==> src/logic/cpu_defines.svh <==
`ifndef CPU_DEFINES_SVH
`define CPU_DEFINES_SVH

// Data and address width
`define XLEN 32

// Data RAM size in 32-bit words
`define DMEM_WORDS 256
`define DMEM_ADDR_BITS 8

`endif

==> src/logic/cpu_pkg.sv <==
`default_nettype none

`include "cpu_defines.svh"

package cpu_pkg;

	// Where the writeback value comes from
	typedef enum logic [2:0] {
		SEL_ALU = 3'd0,
		SEL_MEM = 3'd1
	} wb_src_e;

	// Load and store widths, loads first
	typedef enum logic [2:0] {
		MEM_LB  = 3'd0,
		MEM_LH  = 3'd1,
		MEM_LW  = 3'd2,
		MEM_LBU = 3'd3,
		MEM_LHU = 3'd4,
		MEM_SB  = 3'd5,
		MEM_SH  = 3'd6,
		MEM_SW  = 3'd7
	} mem_op_e;

	localparam logic [`XLEN-1:0] CAUSE_DMEM_BUS_ERROR = `XLEN'd5;

endpackage

`default_nettype wire

==> src/logic/ex_issue.sv <==
`timescale 1ns/1ps
`default_nettype none

`include "cpu_defines.svh"

module ex_issue (
	input	logic					clk,
	input	logic					reset,
	input	logic					flush,

	input	logic					in_valid,
	output	logic					in_ready,
	input	logic	[`XLEN-1:0]		in_pc,
	input	cpu_pkg::wb_src_e		in_wb_src,
	input	cpu_pkg::mem_op_e		in_mem_op,
	input	logic					in_rd_wena,
	input	logic	[4:0]			in_rd_addr,
	input	logic	[`XLEN-1:0]		in_addr,
	input	logic	[`XLEN-1:0]		in_store_data,
	input	logic	[`XLEN-1:0]		in_alu_result,

	output	logic					ex_valid,
	input	logic					ex_ready,
	output	logic	[`XLEN-1:0]		pc_ex,
	output	cpu_pkg::wb_src_e		wb_src_ex,
	output	cpu_pkg::mem_op_e		mem_op_ex,
	output	logic					rd_wena_ex,
	output	logic	[4:0]			rd_addr_ex,
	output	logic	[`XLEN-1:0]		alu_result_ex,

	output	logic	[`XLEN-1:0]		araddr,
	output	logic					arvalid,
	input	logic					arready,
	output	logic	[`XLEN-1:0]		awaddr,
	output	logic					awvalid,
	input	logic					awready,
	output	logic	[`XLEN-1:0]		wdata,
	output	logic					wvalid,
	output	logic	[3:0]			wstrb,
	input	logic					rvalid,
	input	logic					bvalid,
	output	logic					drain
);

	import cpu_pkg::*;

	logic				op_valid;
	logic				req_sent;	// Request already accepted by the RAM
	logic	[`XLEN-1:0]	addr_q;
	logic	[`XLEN-1:0]	store_data_q;
	logic				is_mem;
	logic				in_fire;
	logic				ex_fire;
	logic				req_fire;

	assign is_mem	= op_valid && wb_src_ex == SEL_MEM;
	assign ex_valid	= op_valid && !drain;
	assign ex_fire	= ex_valid && ex_ready;
	assign in_ready	= !drain && !flush && (!op_valid || ex_fire);
	assign in_fire	= in_valid && in_ready;

	assign araddr	= addr_q;
	assign awaddr	= addr_q;
	assign arvalid	= is_mem &&  rd_wena_ex && !req_sent;
	assign awvalid	= is_mem && !rd_wena_ex && !req_sent;
	assign wvalid	= awvalid;
	assign req_fire	= (arvalid && arready) || (awvalid && awready && wvalid);

	// Byte lanes follow the low address bits
	always_comb begin
		wdata = store_data_q << {addr_q[1:0], 3'b000};
		case (mem_op_ex)
			MEM_SB:		wstrb = 4'b0001 << addr_q[1:0];
			MEM_SH:		wstrb = 4'b0011 << addr_q[1:0];
			default:	wstrb = 4'b1111;
		endcase
	end

	always_ff @(posedge clk, posedge reset) begin
		if (reset) begin
			op_valid	<= 1'b0;
			req_sent	<= 1'b0;
			drain		<= 1'b0;
		end else begin
			if (drain && (rvalid || bvalid))
				drain <= 1'b0;	// mem_stage takes the stale response this cycle

			if (flush) begin
				op_valid	<= 1'b0;
				req_sent	<= 1'b0;
				if (is_mem && (req_sent || req_fire) && !ex_ready)
					drain <= 1'b1;
			end else if (in_fire) begin
				op_valid	<= 1'b1;
				req_sent	<= 1'b0;
			end else if (ex_fire) begin
				op_valid	<= 1'b0;
				req_sent	<= 1'b0;
			end else if (req_fire) begin
				req_sent	<= 1'b1;
			end
		end
	end

	always_ff @(posedge clk) begin
		if (in_fire) begin
			pc_ex			<= in_pc;
			wb_src_ex		<= in_wb_src;
			mem_op_ex		<= in_mem_op;
			rd_wena_ex		<= in_rd_wena;
			rd_addr_ex		<= in_rd_addr;
			alu_result_ex	<= in_alu_result;
			addr_q			<= in_addr;
			store_data_q	<= in_store_data;
		end
	end

endmodule

`default_nettype wire

==> config.mk <==
export PLATFORM = sky130hd
export DESIGN_NAME = ex_issue
export DESIGN_NICKNAME = d
export VERILOG_FILES = /design/src/logic/cpu_pkg.sv /design/src/logic/ex_issue.sv
export VERILOG_INCLUDE_DIRS = /design/src /design/src/logic
export SDC_FILE = /design/constraint.sdc
export NUM_CORES = 1
export LEC_CHECK = 0
export BUFFER_PORTS_ARGS = -buffer_cell sky130_fd_sc_hd__buf_2
export CAP_MARGIN = 40
export CORE_AREA = 2 2 128 130
export DETAILED_ROUTE_END_ITERATION = 8
export DIE_AREA = 0 0 130 132
export GPL_TIMING_DRIVEN = 1
export PLACE_DENSITY_LB_ADDON = 0.15
export SETUP_SLACK_MARGIN = 0.1
export SLEW_MARGIN = 5
export SYNTH_ARGS = -nofsm -noshare
export SYNTH_HDL_FRONTEND = slang
export SYNTH_SLANG_ARGS = --single-unit
==> constraint.sdc <==
create_clock -name clk -period 7.5 [get_ports clk]
set_clock_uncertainty 0.05 [all_clocks]
set_input_delay 0.75 -clock clk [delete_from_list [all_inputs] [get_ports clk]]
set_output_delay 0.75 -clock clk [all_outputs]
set_load 0.005 [all_outputs]
### Word-level counts from Yosys, hierarchy flattened

Cells that the tools add are included.

| storage, ports and cells | value |
|---|---|
| output and inout port bits | 182 |
| bits in registers | 143 |
| bits of input ports | 149 |
| logic and storage cells | 56 |

| operators by class | value |
|---|---|
| shift operators | 3 |
| equality and inequality tests | 3 |
| muxes and demuxes | 11 |
| reductions and logical operators | 28 |

Operators with widths:

| kind | number |
|---|---|
| 32-bit by 5-bit left shift with 32-bit output | 1 |
| 1-bit logical AND | 16 |
| 1-bit two-way mux | 10 |
| 4-bit one-hot mux with 2 select lines | 1 |
| 3-bit equality test, second input constant | 2 |
| 1-bit zero test | 6 |
| 1-bit logical OR | 4 |
| 4-bit nonzero test | 1 |
| 1-bit by 2-bit left shift with 4-bit output, first input constant | 1 |
| 2-bit by 2-bit left shift with 4-bit output, first input constant | 1 |
| 3-bit by 1-bit equality test with 1-bit output, second input constant | 1 |
| 3-bit nonzero test | 1 |

### Longest topological paths before layout

| logic depth | value |
|---|---|
| depth in word-level cells | 12 |
| gate-level depth with buffers | 5 |
| depth with buffers taken out | 3 |

### Worst setup path before layout

Ideal clock, no wire load.

| timing path | value |
|---|---|
| path type | in2reg |
| start point | in ex_ready |
| end point | reg alu_result_ex[0] (enable) |
| setup slack | 2.564 ns |
| stages on the path | 3 |
| data arrival time | 4.371 ns |
| buffers on the path | 0 |
| cells stage by stage | inv_1 a211oi_1 and2_1 |

| between the ends | value |
|---|---|
| cells in the longest elaborated chain, start to end | 4 |

RTL lines:

| element | line | source |
|---|---|---|
| start, declared | ex_issue.sv:23 | `input logic ex_ready,` |
| 1-bit logical AND | ex_issue.sv:58 | `assign ex_fire = ex_valid && ex_ready;` |
| 1-bit logical OR | ex_issue.sv:59 | `assign in_ready = !drain && !flush && (!op_valid \|\| ex_fire);` |
| 1-bit logical AND | ex_issue.sv:59 |  |
| net in_ready | ex_issue.sv:12 | `output logic in_ready,` |
| 1-bit logical AND | ex_issue.sv:60 | `assign in_fire = in_valid && in_ready;` |
| net in_fire | ex_issue.sv:52 | `logic in_fire;` |
| end signal, assigned | ex_issue.sv:112 | `alu_result_ex <= in_alu_result;` |
| end, declared | ex_issue.sv:29 | `` output logic [`XLEN-1:0] alu_result_ex, `` |

The timed path passes the listed nets, and every way through them passes these cells.
A chain may end at the register's enable or synchronous reset.

### Worst setup path after layout

| timing path | value |
|---|---|
| start point | reg addr_q[1] (netlist: araddr[1]) |
| end point | out wdata[27] |

| between the ends | value |
|---|---|
| cells in the longest elaborated chain, start to end | 1 |

RTL lines:

| element | line | source |
|---|---|---|
| start, declared | ex_issue.sv:49 | `` logic [`XLEN-1:0] addr_q; `` |
| start signal, assigned | ex_issue.sv:113 | `addr_q <= in_addr;` |
| 32-bit by 5-bit left shift with 32-bit output | ex_issue.sv:71 | `wdata = store_data_q << {addr_q[1:0], 3'b000};` |
| end, declared | ex_issue.sv:37 | `` output logic [`XLEN-1:0] wdata, `` |

Every way passes these cells.

==> results.cfg <==
[critical_path]
reg2reg_depth = 5
worst_endpoint_required_time_ps = 6700
worstSetupPathType = flop to primary output
cp_data_arrival_time_ps = 1910
end_kind = primary output
cp-start-kind = flop
worstPathMaxFanout = 37
timing.critical_path.from = araddr[1]
crit-reg2reg-launch = op_valid

[power]
internal-power_w = 0.001503
power_frac_seq_pct = 49.3
netSwitchingFraction_pct = 20.44
vdd.ir_drop.worst_mv = 0.1752
power.net_switching_w = 0.0003863
pwr-share-clk_pct = 43.6
combinational_share_of_power_pct = 7.1
power_per_cell_area_nw_per_um2 = 249.9
cellLeakagePower_nw = 3.287

[sta]
period_utilization_pct = 36.20
fmax_mhz = 368.3
post-route-min-period_ps = 2715
maxSlewViolCount = 0
finalSetupViolCount = 0
hold_slack_ps = 150.5
slew-limit-headroom_pct = 69.36
unrepaired_setup_endpoints_after_global_routing = false
finalHoldViolCount = 0
timing.setup.tns_ps = 0
worst_pin_slew_ps = 459.7

[die]
die_w_um = 130
fp.dieH_um = 132
floorplan.die_area_um2 = 17160
core-area_um2 = 15710
start_util_pct = 33.90
design.portCount = 331
floorplan.rows = 46

[clock_network]
htree_levels = 4
tritoncts_sinks = 143
clock_tree.root_cell = sky130_fd_sc_hd__clkbuf_16
total_cts_buffers = 17
clk_pin_slew_ps = 50
cts_buffer_depth = 2
cts_tree = yes
cts-hold-fix-buffers = 0
ctsResizeCount = 0
post_cts_buffers = 0
clock_insertion_delay_worst_skew_ps = 410

[logic_synthesis]
synth_adder_area_share_pct = 0
synthesis.nets = 441
synth_cells = 292
syn_area_per_cell_um2 = 18.24
synth-edff-count = 140
synth_top_area_share_pct = 78.93
synthDistinctLibCells = 31
synth_commonest_cells = 140 x sky130_fd_sc_hd__edfxtp_1, 34 x sky130_fd_sc_hd__buf_4, 17 x sky130_fd_sc_hd__mux2i_1
synthXorXnorAreaFrac_pct = 0
dominant_combinational_cell_family_by_area_after_synthesis = buffers and inverters
synth_area_leader_cell = sky130_fd_sc_hd__edfxtp_1
post_synth_and_or_nand_nor_area_fraction_pct = 5.661
total_of_flip_flops_plus_latches_after_synthesis = 143
synth_async_sr_flop_share_pct = 2.098
yosys-top-cells-area = sky130_fd_sc_hd__edfxtp_1 79%, sky130_fd_sc_hd__buf_4 4.8%, sky130_fd_sc_hd__mux2i_1 3.2%
synthMostInstantiatedCell = sky130_fd_sc_hd__edfxtp_1
share_of_the_synthesized_area_in_compound_gates_ao_oa_aoi_oai_pct = 3.946
synth.area.mux_share_pct = 3.406
post_synth_instance_area_um2 = 5326
synth-seq-area-share_pct = 80.34
yosysWarnings = 0
postSynth.topFlopCell = sky130_fd_sc_hd__edfxtp_1

[drt]
routed_via_density = 4.286
num_vias = 3562
wire_per_inst_um = 16.61
drtAntennaViolNets = 0
finalWirelength_mm = 13.80
number_of_design_rule_violations_left_after_detail_routing = 0
drt_first_pass_iters = 4
dr.first_iter.drc_count = 164

[layout]
multi_input_comb_area_um2 = 695.7
final-seq-area_um2 = 4279
fillerInstances = 1479
instances_no_fill = 831
layout.nets = 753
diodes = 0
final_core_util_pct = 48.12
final_layout_size_suffix_gt1_share_pct = 61.14
flow.area_growth_from_synthesis_pct = 41.95

[placed_design]
io_buffers = 330
dp_hpwl_mm = 10.50
gpl.final_weighted_congestion = 0.8116
numPlacedInstances = 801

[grt]
grt_max_degree = 68
grt_pass1_wl_mm = 20.15
track_usage_pct = 15.79
number_of_antenna_violations_at_the_first_check_in_global_routing = 0
number_of_global_route_vias_before_repair = 3686
globalRoute.totalOverflow = 0

[flow_run]
number_of_maximum_capacitance_violations = 0

[outcome]
run_status = complete, no violations

[hold_path]
min-delay-path-class = primary input to asynchronous set/reset pin
## layout make-up
class,instances,area share [%]
timing repair buffer,335,22.87
multi-input combinational,104,9.201
clock buffer,18,5.676
sequential,143,56.59
inverter,3,0.1489
clock inverter,12,1.936
tap,216,3.574
## power by group through the flow
stage	logic, W	clock network [W]	registers [W]
final	0.000134	0.000823	0.000932
after global routing	0.000148	0.000875	0.000936
after CTS	0.000137	0.000844	0.000933
after detailed placement	0.000137	0	0.000949
after global placement	0.000131	0	0.000948
after floorplan	0.0000497	0	0.000955
## critical path, cell delays in order, from the launching register on
cell                       delay (ps)
sky130_fd_sc_hd__edfxtp_1         370
sky130_fd_sc_hd__buf_4            410
sky130_fd_sc_hd__and2b_2          270
sky130_fd_sc_hd__a211oi_1         200
sky130_fd_sc_hd__a21oi_1           70
sky130_fd_sc_hd__buf_2            170
## sequential cells by signal, summed over array words and instances, names as in the netlist, 3 cells and up
name,flops
araddr,32
pc_ex,32
alu_result_ex,32
rd_addr_ex,5
wb_src_ex,3
store_data_q,32
mem_op_ex,3
## cells in the final DEF, fill, tap and decap left out, types with 3 or more instances in the layout
cell type / count
sky130_fd_sc_hd__a211oi_1: 8
sky130_fd_sc_hd__a21oi_1: 12
sky130_fd_sc_hd__and2_1: 8
sky130_fd_sc_hd__and2b_2: 7
sky130_fd_sc_hd__buf_2: 330
sky130_fd_sc_hd__buf_4: 3
sky130_fd_sc_hd__bufinv_16: 3
sky130_fd_sc_hd__clkbuf_16: 17
sky130_fd_sc_hd__clkinv_2: 4
sky130_fd_sc_hd__dfrtp_1: 3
sky130_fd_sc_hd__edfxtp_1: 140
sky130_fd_sc_hd__inv_1: 3
sky130_fd_sc_hd__mux2i_1: 17
sky130_fd_sc_hd__nand2_1: 12
sky130_fd_sc_hd__nand2b_1: 3
sky130_fd_sc_hd__nor2_1: 11
sky130_fd_sc_hd__o21ai_0: 8
sky130_fd_sc_hd__o21ai_1: 3
## metrics by stage
stage	setup slack (ps)	instance area, um2	total power, W
after global placement	4201	6930	0.001079
after CTS	4763	7561	0.001914
after floorplan	2564	5326	0.001005
after global routing	4628	7561	0.001959
final	4785	7561	0.001889
after detailed placement	4644	6985	0.001086
## per-layer routing
layer / up-vias / GRT usage [%] / wire, um
met3: 14 / 7.102 / 1505
met5: - / 0 / 0
met2: 202 / 27.28 / 7197
met4: 0 / 6.452 / 191
li1: 1685 / - / -
met1: 1661 / 16.55 / 4909
## worst paths after layout
path                                         end  slack, ps
worst min register to register             drain        560
worst min-delay path                    op_valid        150
worst max-delay path                   wdata[27]       4790
worst max register to register  alu_result_ex[9]       5130
max in group asynchronous               req_sent       7120
min in group clk                       pc_ex[30]        460
## cells by family (layout without fill, tap and decap cells)
| logic type | Yosys count | count (layout) |
|---|---|---|
| flops | 143 | 143 |
| simple gates | 51 | 51 |
| mux | 18 | 18 |
| compound gates | 35 | 35 |
| buf+inv | 45 | 368 |
(Power assumes the default switching activity.)
