`config.mk`:
```
export PLATFORM = sky130hd
export DESIGN_NAME = mem_stage
export DESIGN_NICKNAME = d
export VERILOG_FILES = /design/src/logic/cpu_pkg.sv /design/src/logic/axi_pkg.sv /design/src/logic/mem_stage.sv
export VERILOG_INCLUDE_DIRS = /design/src /design/src/logic
export SDC_FILE = /design/constraint.sdc
export NUM_CORES = 1
export LEC_CHECK = 0
export ABC_AREA = 1
export ABC_CLOCK_PERIOD_IN_PS = 4800
export BUFFER_PORTS_ARGS = -buffer_cell sky130_fd_sc_hd__buf_2
export CORE_ASPECT_RATIO = 2
export CORE_MARGIN = 5
export CORE_UTILIZATION = 41
export CTS_CLUSTER_SIZE = 12
export DETAILED_ROUTE_END_ITERATION = 10
export MAX_ROUTING_LAYER = met4
export PLACE_DENSITY = 0.89
export REMOVE_ABC_BUFFERS = 1
export SLEW_MARGIN = 25
export SYNTH_ARGS = -nofsm -noshare
export SYNTH_HDL_FRONTEND = slang
export SYNTH_SLANG_ARGS = --single-unit
```
`constraint.sdc`:
```
create_clock -name clk -period 4.8 [get_ports clk]
set_input_delay 0.24 -clock clk [delete_from_list [all_inputs] [get_ports clk]]
set_output_delay 0.24 -clock clk [all_outputs]
set_load 0.01 [all_outputs]
```
`src/logic/cpu_defines.svh`:
```
`ifndef CPU_DEFINES_SVH
`define CPU_DEFINES_SVH

// Data and address width
`define XLEN 32

// Data RAM size in 32-bit words
`define DMEM_WORDS 256
`define DMEM_ADDR_BITS 8

`endif

```
`src/logic/cpu_pkg.sv`:
```
`default_nettype none

`include "cpu_defines.svh"

package cpu_pkg;

	// Where the writeback value comes from
	typedef enum logic [2:0] {
		SEL_ALU = 3'd0,
		SEL_MEM = 3'd1
	} wb_src_e;

	// Load and store widths, loads first
	typedef enum logic [2:0] {
		MEM_LB  = 3'd0,
		MEM_LH  = 3'd1,
		MEM_LW  = 3'd2,
		MEM_LBU = 3'd3,
		MEM_LHU = 3'd4,
		MEM_SB  = 3'd5,
		MEM_SH  = 3'd6,
		MEM_SW  = 3'd7
	} mem_op_e;

	localparam logic [`XLEN-1:0] CAUSE_DMEM_BUS_ERROR = `XLEN'd5;

endpackage

`default_nettype wire

```
`src/logic/axi_pkg.sv`:
```
`default_nettype none

package axi_pkg;

	// EXOKAY and DECERR are never produced here
	typedef enum logic [1:0] {
		OKAY   = 2'b00,
		SLVERR = 2'b10
	} axi_resp_e;

endpackage

`default_nettype wire

```
`src/logic/mem_stage.sv`:
```
`timescale 1ns/1ps
`default_nettype none

`include "cpu_defines.svh"

module mem_stage (
	input	logic					clk,
	input	logic					reset,
	input	logic					flush,

	input	logic					ex_valid,
	output	logic					ex_ready,
	input	logic	[`XLEN-1:0]		pc_ex,
	input	cpu_pkg::wb_src_e		wb_src_ex,
	input	cpu_pkg::mem_op_e		mem_op_ex,
	input	logic					rd_wena_ex,
	input	logic	[4:0]			rd_addr_ex,
	input	logic	[`XLEN-1:0]		alu_result_ex,
	input	logic					drain,

	input	logic	[`XLEN-1:0]		araddr,
	input	logic	[`XLEN-1:0]		rdata,
	input	axi_pkg::axi_resp_e		rresp,
	input	logic					rvalid,
	output	logic					rready,
	input	axi_pkg::axi_resp_e		bresp,
	input	logic					bvalid,
	output	logic					bready,

	output	logic					wb_valid,
	input	logic					wb_ready,
	output	logic	[`XLEN-1:0]		wb_pc,
	output	logic					wb_rd_wena,
	output	logic	[4:0]			wb_rd_addr,
	output	logic	[`XLEN-1:0]		wb_rd_data,
	output	logic					wb_exc_pend,
	output	logic	[`XLEN-1:0]		wb_exc_cause
);

	import cpu_pkg::*;
	import axi_pkg::*;

	logic				is_mem;
	logic				is_load;
	logic				stall;
	logic				ex_fire;
	logic				capture;
	logic				bus_err;
	logic	[`XLEN-1:0]	rdata_aligned;
	logic	[`XLEN-1:0]	load_data;

	assign is_mem	= wb_src_ex == SEL_MEM;
	assign is_load	= is_mem && rd_wena_ex;
	assign stall	= is_mem && (rd_wena_ex ? !rvalid : !bvalid);	// Response not back yet

	assign ex_ready	= (!wb_valid || wb_ready) && !stall;
	assign ex_fire	= ex_valid && ex_ready;
	assign capture	= ex_fire && !flush;

	// Responses of flushed ops are taken and dropped while draining
	assign rready	= drain || (ex_fire && is_load);
	assign bready	= drain || (ex_fire && is_mem && !rd_wena_ex);

	assign bus_err	= is_mem && (rd_wena_ex ? rresp != OKAY : bresp != OKAY);

	assign rdata_aligned = rdata >> {araddr[1:0], 3'b000};

	always_comb begin
		case (mem_op_ex)
			MEM_LB:		load_data = {{24{rdata_aligned[7]}}, rdata_aligned[7:0]};
			MEM_LBU:	load_data = {24'h000000, rdata_aligned[7:0]};
			MEM_LH:		load_data = {{16{rdata_aligned[15]}}, rdata_aligned[15:0]};
			MEM_LHU:	load_data = {16'h0000, rdata_aligned[15:0]};
			default:	load_data = rdata_aligned;
		endcase
	end

	always_ff @(posedge clk, posedge reset) begin
		if (reset)
			wb_valid <= 1'b0;
		else if (flush)
			wb_valid <= 1'b0;
		else if (capture)
			wb_valid <= 1'b1;
		else if (wb_ready)
			wb_valid <= 1'b0;
	end

	// MEM/WB register, held while writeback stalls
	always_ff @(posedge clk) begin
		if (capture) begin
			wb_pc			<= pc_ex;
			wb_rd_addr		<= rd_addr_ex;
			wb_rd_wena		<= rd_wena_ex && !bus_err;
			wb_exc_pend		<= bus_err;
			wb_exc_cause	<= bus_err ? CAUSE_DMEM_BUS_ERROR : '0;
			if (is_load)
				wb_rd_data <= bus_err ? '0 : load_data;
			else
				wb_rd_data <= alu_result_ex;
		end
	end

endmodule

`default_nettype wire

```
### After elaboration in Yosys (flattened, before gate mapping)

Index checks and enable logic that the tools add are counted.

* input port bits: 152
* output and inout bits: 107
* flip-flop bits (word level): 104

* reduce and logical (&&, ||, !) cells: 24
* multiplexer cells: 9
* shift operators: 1
* equality and inequality tests: 4

Operators with widths (number)
* $pmux 32 s4: 1
* $mux 32: 2
* $shr 32x5->32: 1
* $logic_and 1x1->1: 10
* $logic_not 1->1: 7
* $eq 3x1->1 const B: 2
* $mux 1: 5
* $reduce_bool 2->1: 2
* $eq 3x2->1 const B: 1
* $eq 3x3->1 const B: 1
* $logic_not 3->1: 1
* $logic_or 1x1->1: 3
* $mux 3: 1
* $reduce_bool 3->1: 1

### Logic depth before layout (Yosys ltp)

Gate-level depths: netlist (run 1).

* depth after elaboration: 9
* depth in mapped cells: 9
* gate-level depth less buffers: 8

### Worst setup path after synthesis (run 1)

OpenSTA, ideal clock, no wires.

* kind: flip-flop to flip-flop
* start: register wb_valid
* end: register wb_exc_cause[0] (enable)
* library setup time: 0.501 ns
* slack: 0.653 ns
* stages on the path, launching flop included: 6
* data required time: 4.299 ns
* arrival: 3.647 ns
* cells stage by stage: dfrtp_1 -> inv_1 -> nor2_1 -> inv_1 -> nand3_1 -> nor2_1

* longest elaborated chain between the ends: 5

RTL lines
* start, declared: line mem_stage.sv:30 `output logic wb_valid,`
* start signal, assigned: line mem_stage.sv:80 `wb_valid <= 1'b0;`
* start signal, assigned: line mem_stage.sv:82 `wb_valid <= 1'b0;`
* start signal, assigned: line mem_stage.sv:84 `wb_valid <= 1'b1;`
* $logic_not 1->1: line mem_stage.sv:56 `assign ex_ready = (!wb_valid || wb_ready) && !stall;`
* $logic_or 1x1->1: line mem_stage.sv:56
* $logic_and 1x1->1: line mem_stage.sv:56
* $logic_and 1x1->1: line mem_stage.sv:57 `assign ex_fire = ex_valid && ex_ready;`
* $logic_and 1x1->1: line mem_stage.sv:58 `assign capture = ex_fire && !flush;`
* net capture: line mem_stage.sv:47 `logic capture;`
* end signal, assigned: line mem_stage.sv:96 `wb_exc_cause <= bus_err ? CAUSE_DMEM_BUS_ERROR : '0;`
* end, declared: line mem_stage.sv:37 `` output logic [`XLEN-1:0] wb_exc_cause ``

The timed path passes the listed nets, and every way through them passes these cells.
A chain may end at the register's enable or synchronous reset.

### Worst setup path after layout (run 1)

* start: register wb_valid
* end: register wb_pc[8] (enable)

* longest elaborated chain between the ends: 5

RTL lines
* $logic_not 1->1: line mem_stage.sv:56
* $logic_or 1x1->1: line mem_stage.sv:56
* $logic_and 1x1->1: line mem_stage.sv:56
* $logic_and 1x1->1: line mem_stage.sv:57
* $logic_and 1x1->1: line mem_stage.sv:58
* net capture: line mem_stage.sv:47
* end signal, assigned: line mem_stage.sv:92 `wb_pc <= pc_ex;`
* end, declared: line mem_stage.sv:32 `` output logic [`XLEN-1:0] wb_pc, ``

The timed path passes the listed nets, and every way through them passes these cells.

==> results_dict.tcl, run 1 <==
set metrics [dict create \
    status "finished, final reports clean" \
    synthToLayoutAreaGrowth_pct 34.1 \
    setup_violations 0 \
    max_cap_viol_count 0 \
    min_path_cells 1 \
    diodes 0 \
    cp-start-kind "register" \
    worstHoldStart "pc_ex[9]" \
    worstPathRequired_ps 4750 \
    holdWs_ps 91.6 \
    vias 3302 \
    crit_path_end_kind "register" \
    grt_pass1_vias 3262 \
    clock_latency_ps 320 \
    p_int_mw 1.27 \
    synth_top_area_share_pct 58.5 \
    htreeDepth 3 \
    port_buffers 198 \
    min_period_over_period_pct 45.9 \
    yosys_warnings 0 \
    crit_path_max_fanout 56 \
    die_y_um 143 \
    grt_max_degree 57 \
    postCtsSetupBuffers 0 \
    num_io_pins 259 \
    clockPowerShare_pct 42.3 \
    seq_power_share_pct 44.6 \
    hpwl_mm 8.63 \
    hold_class "in -> reg" \
    tightest_slew_ps 826 \
    r2r_slack_ps 2590 \
    antenna_found_initial 0 \
    synth_top_cell_by_area "edfxtp_1" \
    busiest_layer "met2" \
    drc 0 \
    cts_root_buffer "clkbuf_16" \
    netlist_area_sq_mm 0.00365 \
    syn_area_per_cell_sq_um 9.47 \
    vias_per_cell 4.85 \
    p_sw_uw 381 \
    grt_use_met3_pct 3.32 \
    core_sq_mm 0.00865 \
    synth.area.top_cells "edfxtp_1, nand2_1, buf_4, nand3_1, o21ai_0" \
    ys_ff_latch 72 \
    ys.flop_type "edfxtp_1" \
    min_to "wb_pc[9]$_DFFE_PP_" \
    fillers 794 \
    wirelength_mm 10.5 \
    layout_min_cycle_time_ps 2210 \
    track_usage_pct 18.6 \
    cts_sinks 72 \
    drtIter0Drc 217 \
    finalNetCount 728 \
    ir_worst_vdd_v 0.000172 \
    cts_tree "yes" \
    clk_path_buf_depth 2 \
    clk_transition_reported_paths_ps 60 \
    fin_tns_setup_ps 0 \
    numCtsBuffers 9 \
    design.die.area_sq_mm 0.0110 \
    powerDensity_mw_per_mm2 337 \
    r2r_end "wb_pc[8]$_DFFE_PP_" \
    worst-r2r-cell-count 6 \
    p_sw_share_pct 23.1 \
    drive_gt1_share_pct 39.6 \
    first_pass_iters 5 \
    die_w_um 76.7 \
    slew_viol_final 0 \
    ys_types 21 \
    fin_util_pct 56.5 \
    ys_top_cells_by_count "nand2_1, edfxtp_1, nand3_1" \
    syn_inst 385 \
    stdcell_count 681 \
    relSlewSlack_pct 44.7 \
    synth_edf_count 71 \
    share_comb_of_total_power_pct 13.1 \
    critPathArrivalTime_ps 2150 \
    start_util_pct 42.2 \
    cts_resized 0 \
    wl_per_cell_um 15.4 \
    grt_use_met2_pct 33.8 \
    grt_pass1_wl_mm 15.8 \
    gp_congestion 0.869 \
    clock_skew_ps 5.75 \
    leakagePower_nw 2.38 \
    rsz0062_at_grt "false" \
    max_freq_mhz 453 \
    rows 48 \
    placed_cells 664 \
    antenna_left 0 \
    grt_remaining_overflow 0 \
    synthArstFlopShare_pct 1.39 \
    criticalPathCategory "reg -> reg" \
    ys_seq_area_share_pct 59.2 \
    yosysMostFrequentCell "nand2_1" \
    reg2reg_from "wb_valid$_DFFE_PP0P_" \
    finalHoldViolCount 0 \
    use_met1_pct 18.7 \
]
[registers in the layout (all words and copies together), names as in the netlist]
name          flops
wb_valid          1
wb_pc            32
wb_rd_wena        1
wb_exc_cause      1
wb_rd_data       32
wb_rd_addr        5
[worst max-delay path by stage]
stage	from	endpoint
detailed placement	wb_src_ex[2]	wb_rd_data[21]$_DFFE_PP_
global placement	wb_src_ex[2]	wb_rd_data[21]$_DFFE_PP_
finish	wb_valid$_DFFE_PP0P_	wb_pc[8]$_DFFE_PP_
CTS	wb_valid$_DFFE_PP0P_	wb_pc[16]$_DFFE_PP_
floorplan	wb_valid$_DFFE_PP0P_	wb_exc_cause[0]$_DFFE_PP_
global route	wb_src_ex[2]	wb_rd_data[21]$_DFFE_PP_
[cell families after synthesis]
family | Yosys count | share of synthesized area (%)
simple gates | 209 | 24.8
compound gates | 40 | 5.53
flops | 72 | 59.2
other cells | 1 | 0.103
buf+inv | 63 | 10.4
[final cells by class]
type / count / area [sq um] / area share [%]
clock buffers: 9 / 225 / 4.61
multi-input cells: 279 / 1220 / 25.1
inverters: 14 / 52.6 / 1.07
clock inverters: 7 / 95.1 / 1.95
repair buffers: 200 / 1010 / 20.6
well taps: 100 / 125 / 2.56
flip-flops and latches: 72 / 2160 / 44.1
[per-layer routing]
layer | routed length (um) | share of wire, % | vias up
li1 | - | - | 1617
met1 | 3670 | 35 | 1461
met2 | 5720 | 55 | 196
met3 | 694 | 6.6 | 28
met4 | 385 | 3.7 | 0
met5 | 0 | 0 | -
[what timing repair did]
item,4_1_cts,5_1_grt
hold buffers,1,0
setup endpoints to repair,0,0
endpoints found under the hold margin,1,0
[cells in the final DEF, fill, tap and decap left out, types with 2 or more instances in the layout]
master	count
nand2_1	142
inv_1	12
nand3_2	2
conb_1	30
o21ai_0	31
inv_2	2
clkinv_2	2
clkbuf_16	9
or2_2	7
nor2_1	7
edfxtp_1	71
bufinv_16	2
a21oi_1	8
buf_2	198
nand3_1	47
[worst max-delay path: stages, from the launching register on]
cell	delay [ps]
dfrtp_1	380
inv_1	60
nor2_1	40
inv_1	60
nand3_1	190
nor2_4	420
buf_4	640
[through the flow]
| stage | power (mW) | cell area (sq um) | worst slack, ps |
|---|---|---|---|
| final | 1.65 | 4890 | 2590 |
| after global routing | 1.71 | 4890 | 2400 |
| after CTS | 1.66 | 4890 | 2610 |
| after detailed placement | 0.962 | 4560 | 2330 |
| after global placement | 0.953 | 4560 | 2420 |
| after floorplan | 0.854 | 3430 | 653 |
[power groups by stage]
stage                     clock, mW  sequential (mW)  combinational (mW)
after floorplan                   0            0.767              0.0871
after global placement            0            0.746               0.207
after detailed placement          0            0.747               0.214
after CTS                     0.712            0.735               0.215
after global routing          0.739            0.737               0.239
final                         0.697            0.734               0.216
(Power assumes the default switching activity.)
==> inputs of run 2 (changes only) <==
ABC_CLOCK_PERIOD_IN_PS = 1900   (was 4800)
CORE_UTILIZATION = 37   (was 41)
PLACE_DENSITY = 0.85   (was 0.89)
clock period = 1.9 ns   (was 4.8 ns; I/O delays follow)
==> results_dict.tcl, run 2 (synthesized netlist as in run 1, its figures left out) <==
set metrics [dict create \
    final_cell_mix "buf_2, nand2_1, edfxtp_1" \
    crit_path_max_fanout 71 \
    synthToLayoutAreaGrowth_pct 48.6 \
    antenna_found_initial 0 \
    gp_congestion 0.899 \
    start_util_pct 37.6 \
    clock_latency_ps 320 \
    vias 3508 \
    rsz0062_at_grt "false" \
    leakagePower_nw 2.60 \
    stdcell_count 759 \
    seqCellArea_sq_mm 0.00216 \
    wirelength_mm 11.4 \
    drtIter0Drc 156 \
    clk_transition_reported_paths_ps 60 \
    min_period_over_period_pct 84.2 \
    die_w_um 80.2 \
    first_pass_iters 4 \
    htreeDepth 3 \
    finalHoldViolCount 0 \
    hpwl_mm 8.79 \
    port_buffers 198 \
    max_freq_mhz 625 \
    grt_remaining_overflow 0 \
    worstPathRequired_ps 1880 \
    grt_max_degree 72 \
    fillers 891 \
    max_cap_viol_count 0 \
    wl_per_cell_um 15.0 \
    status "finished, final reports clean" \
    core_sq_mm 0.00970 \
    cp-start-kind "register" \
    cts_resized 0 \
    layout_min_cycle_time_ps 1600 \
    clock_skew_ps 7.03 \
    slew_viol_final 0 \
    design.die.area_sq_mm 0.0121 \
    drc 0 \
    vias_per_cell 4.62 \
    top_regs "wb_pc x32, wb_rd_data x32, wb_rd_addr x5" \
    cts_tree "yes" \
    numCtsBuffers 9 \
    rows 51 \
    num_io_pins 259 \
    fin_util_pct 55.9 \
    multi_input_area_sq_mm 0.00122 \
    setup_violations 0 \
    antenna_left 0 \
    clk_path_buf_depth 2 \
    finalNetCount 774 \
    ir_worst_vdd_v 0.000508 \
    powerDensity_mw_per_mm2 811 \
    fin_tns_setup_ps 0 \
    drive_gt1_share_pct 38.0 \
    hold_class "in -> reg" \
    criticalPathCategory "reg -> reg" \
    cts_root_buffer "clkbuf_16" \
    layout_commonest_cell "buf_2" \
    die_y_um 150 \
    cts_sinks 72 \
    placed_cells 704 \
    grt_pass1_vias 3708 \
    diodes 0 \
    crit_path_end_kind "register" \
    track_usage_pct 19.3 \
    grt_pass1_wl_mm 17.4 \
    critPathArrivalTime_ps 1580 \
]
## run 2: changes by cell type in the layout (fill, tap and decap cells not counted)
cell | previous run | this run
dlygate4sd3_1 | 1 | 39
inv_6 | 1 | 0
clkinv_4 | 1 | 2
buf_4 | 1 | 7
bufinv_16 | 2 | 3
buf_12 | 0 | 2
clkinv_2 | 2 | 1
## run 2: cell type report
| class | count | area share, % |
|---|---|---|
| inverters | 14 | 0.970 |
| multi-input cells | 279 | 22.6 |
| repair buffers | 246 | 27.2 |
| clock buffers | 9 | 4.16 |
| well taps | 132 | 3.05 |
| flip-flops and latches | 72 | 39.8 |
| clock inverters | 7 | 2.22 |
## run 2: metal layers
| layer | up-vias | share of wire (%) | GRT usage, % | wire, um |
|---|---|---|---|---|
| li1 | 1710 | - | - | - |
| met1 | 1568 | 35 | 19.3 | 3950 |
| met2 | 194 | 54 | 34.3 | 6120 |
| met3 | 36 | 7.0 | 3.23 | 793 |
| met4 | 0 | 4.6 | 11.4 | 527 |
| met5 | - | 0 | - | 0 |
## run 2: critical path, cell delays in order, from the launching register on
cell and delay [ps]:
dfrtp_1 370, inv_1 50, nor2_1 50, inv_1 70
nand3_1 180, nor2_4 150, buf_12 320
## run 2: power by group
part / switching [mW] / internal (mW)
clock: 0.631 / 1.28
sequential: 0.0181 / 1.84
combinational: 0.350 / 0.275
## run 2: timing repair
action                                 CTS  global route
endpoints found under the hold margin   39             0
hold buffers                            39             0
buffers inserted                         0             0
## run 2: through the flow
stage               total power, mW  area, sq um  hold WS, ps  setup WS (ps)
finish                         4.40         5420         45.2            301
global route                   4.59         5420         45.1            181
CTS                            4.43         5420         29.8            320
detailed placement             2.45         4680        -67.7            331
global placement               2.42         4680        -72.1            405
floorplan                      2.16         3430         -176          -2250
## run 2: path summary, 6_finish.rpt
path	startpoint	endpoint	slack [ps]	cells past startpoint
worst min register to register	wb_valid$_DFFE_PP0P_	wb_valid$_DFFE_PP0P_	650	4
min in group asynchronous	reset	wb_valid$_DFFE_PP0P_	180	3
worst max-delay path	wb_valid$_DFFE_PP0P_	wb_pc[12]$_DFFE_PP_	300	6
worst min-delay path	alu_result_ex[2]	wb_rd_data[2]$_DFFE_PP_	50	3
max in group asynchronous	reset	wb_valid$_DFFE_PP0P_	1630	3
worst max register to register	wb_valid$_DFFE_PP0P_	wb_pc[12]$_DFFE_PP_	300	6
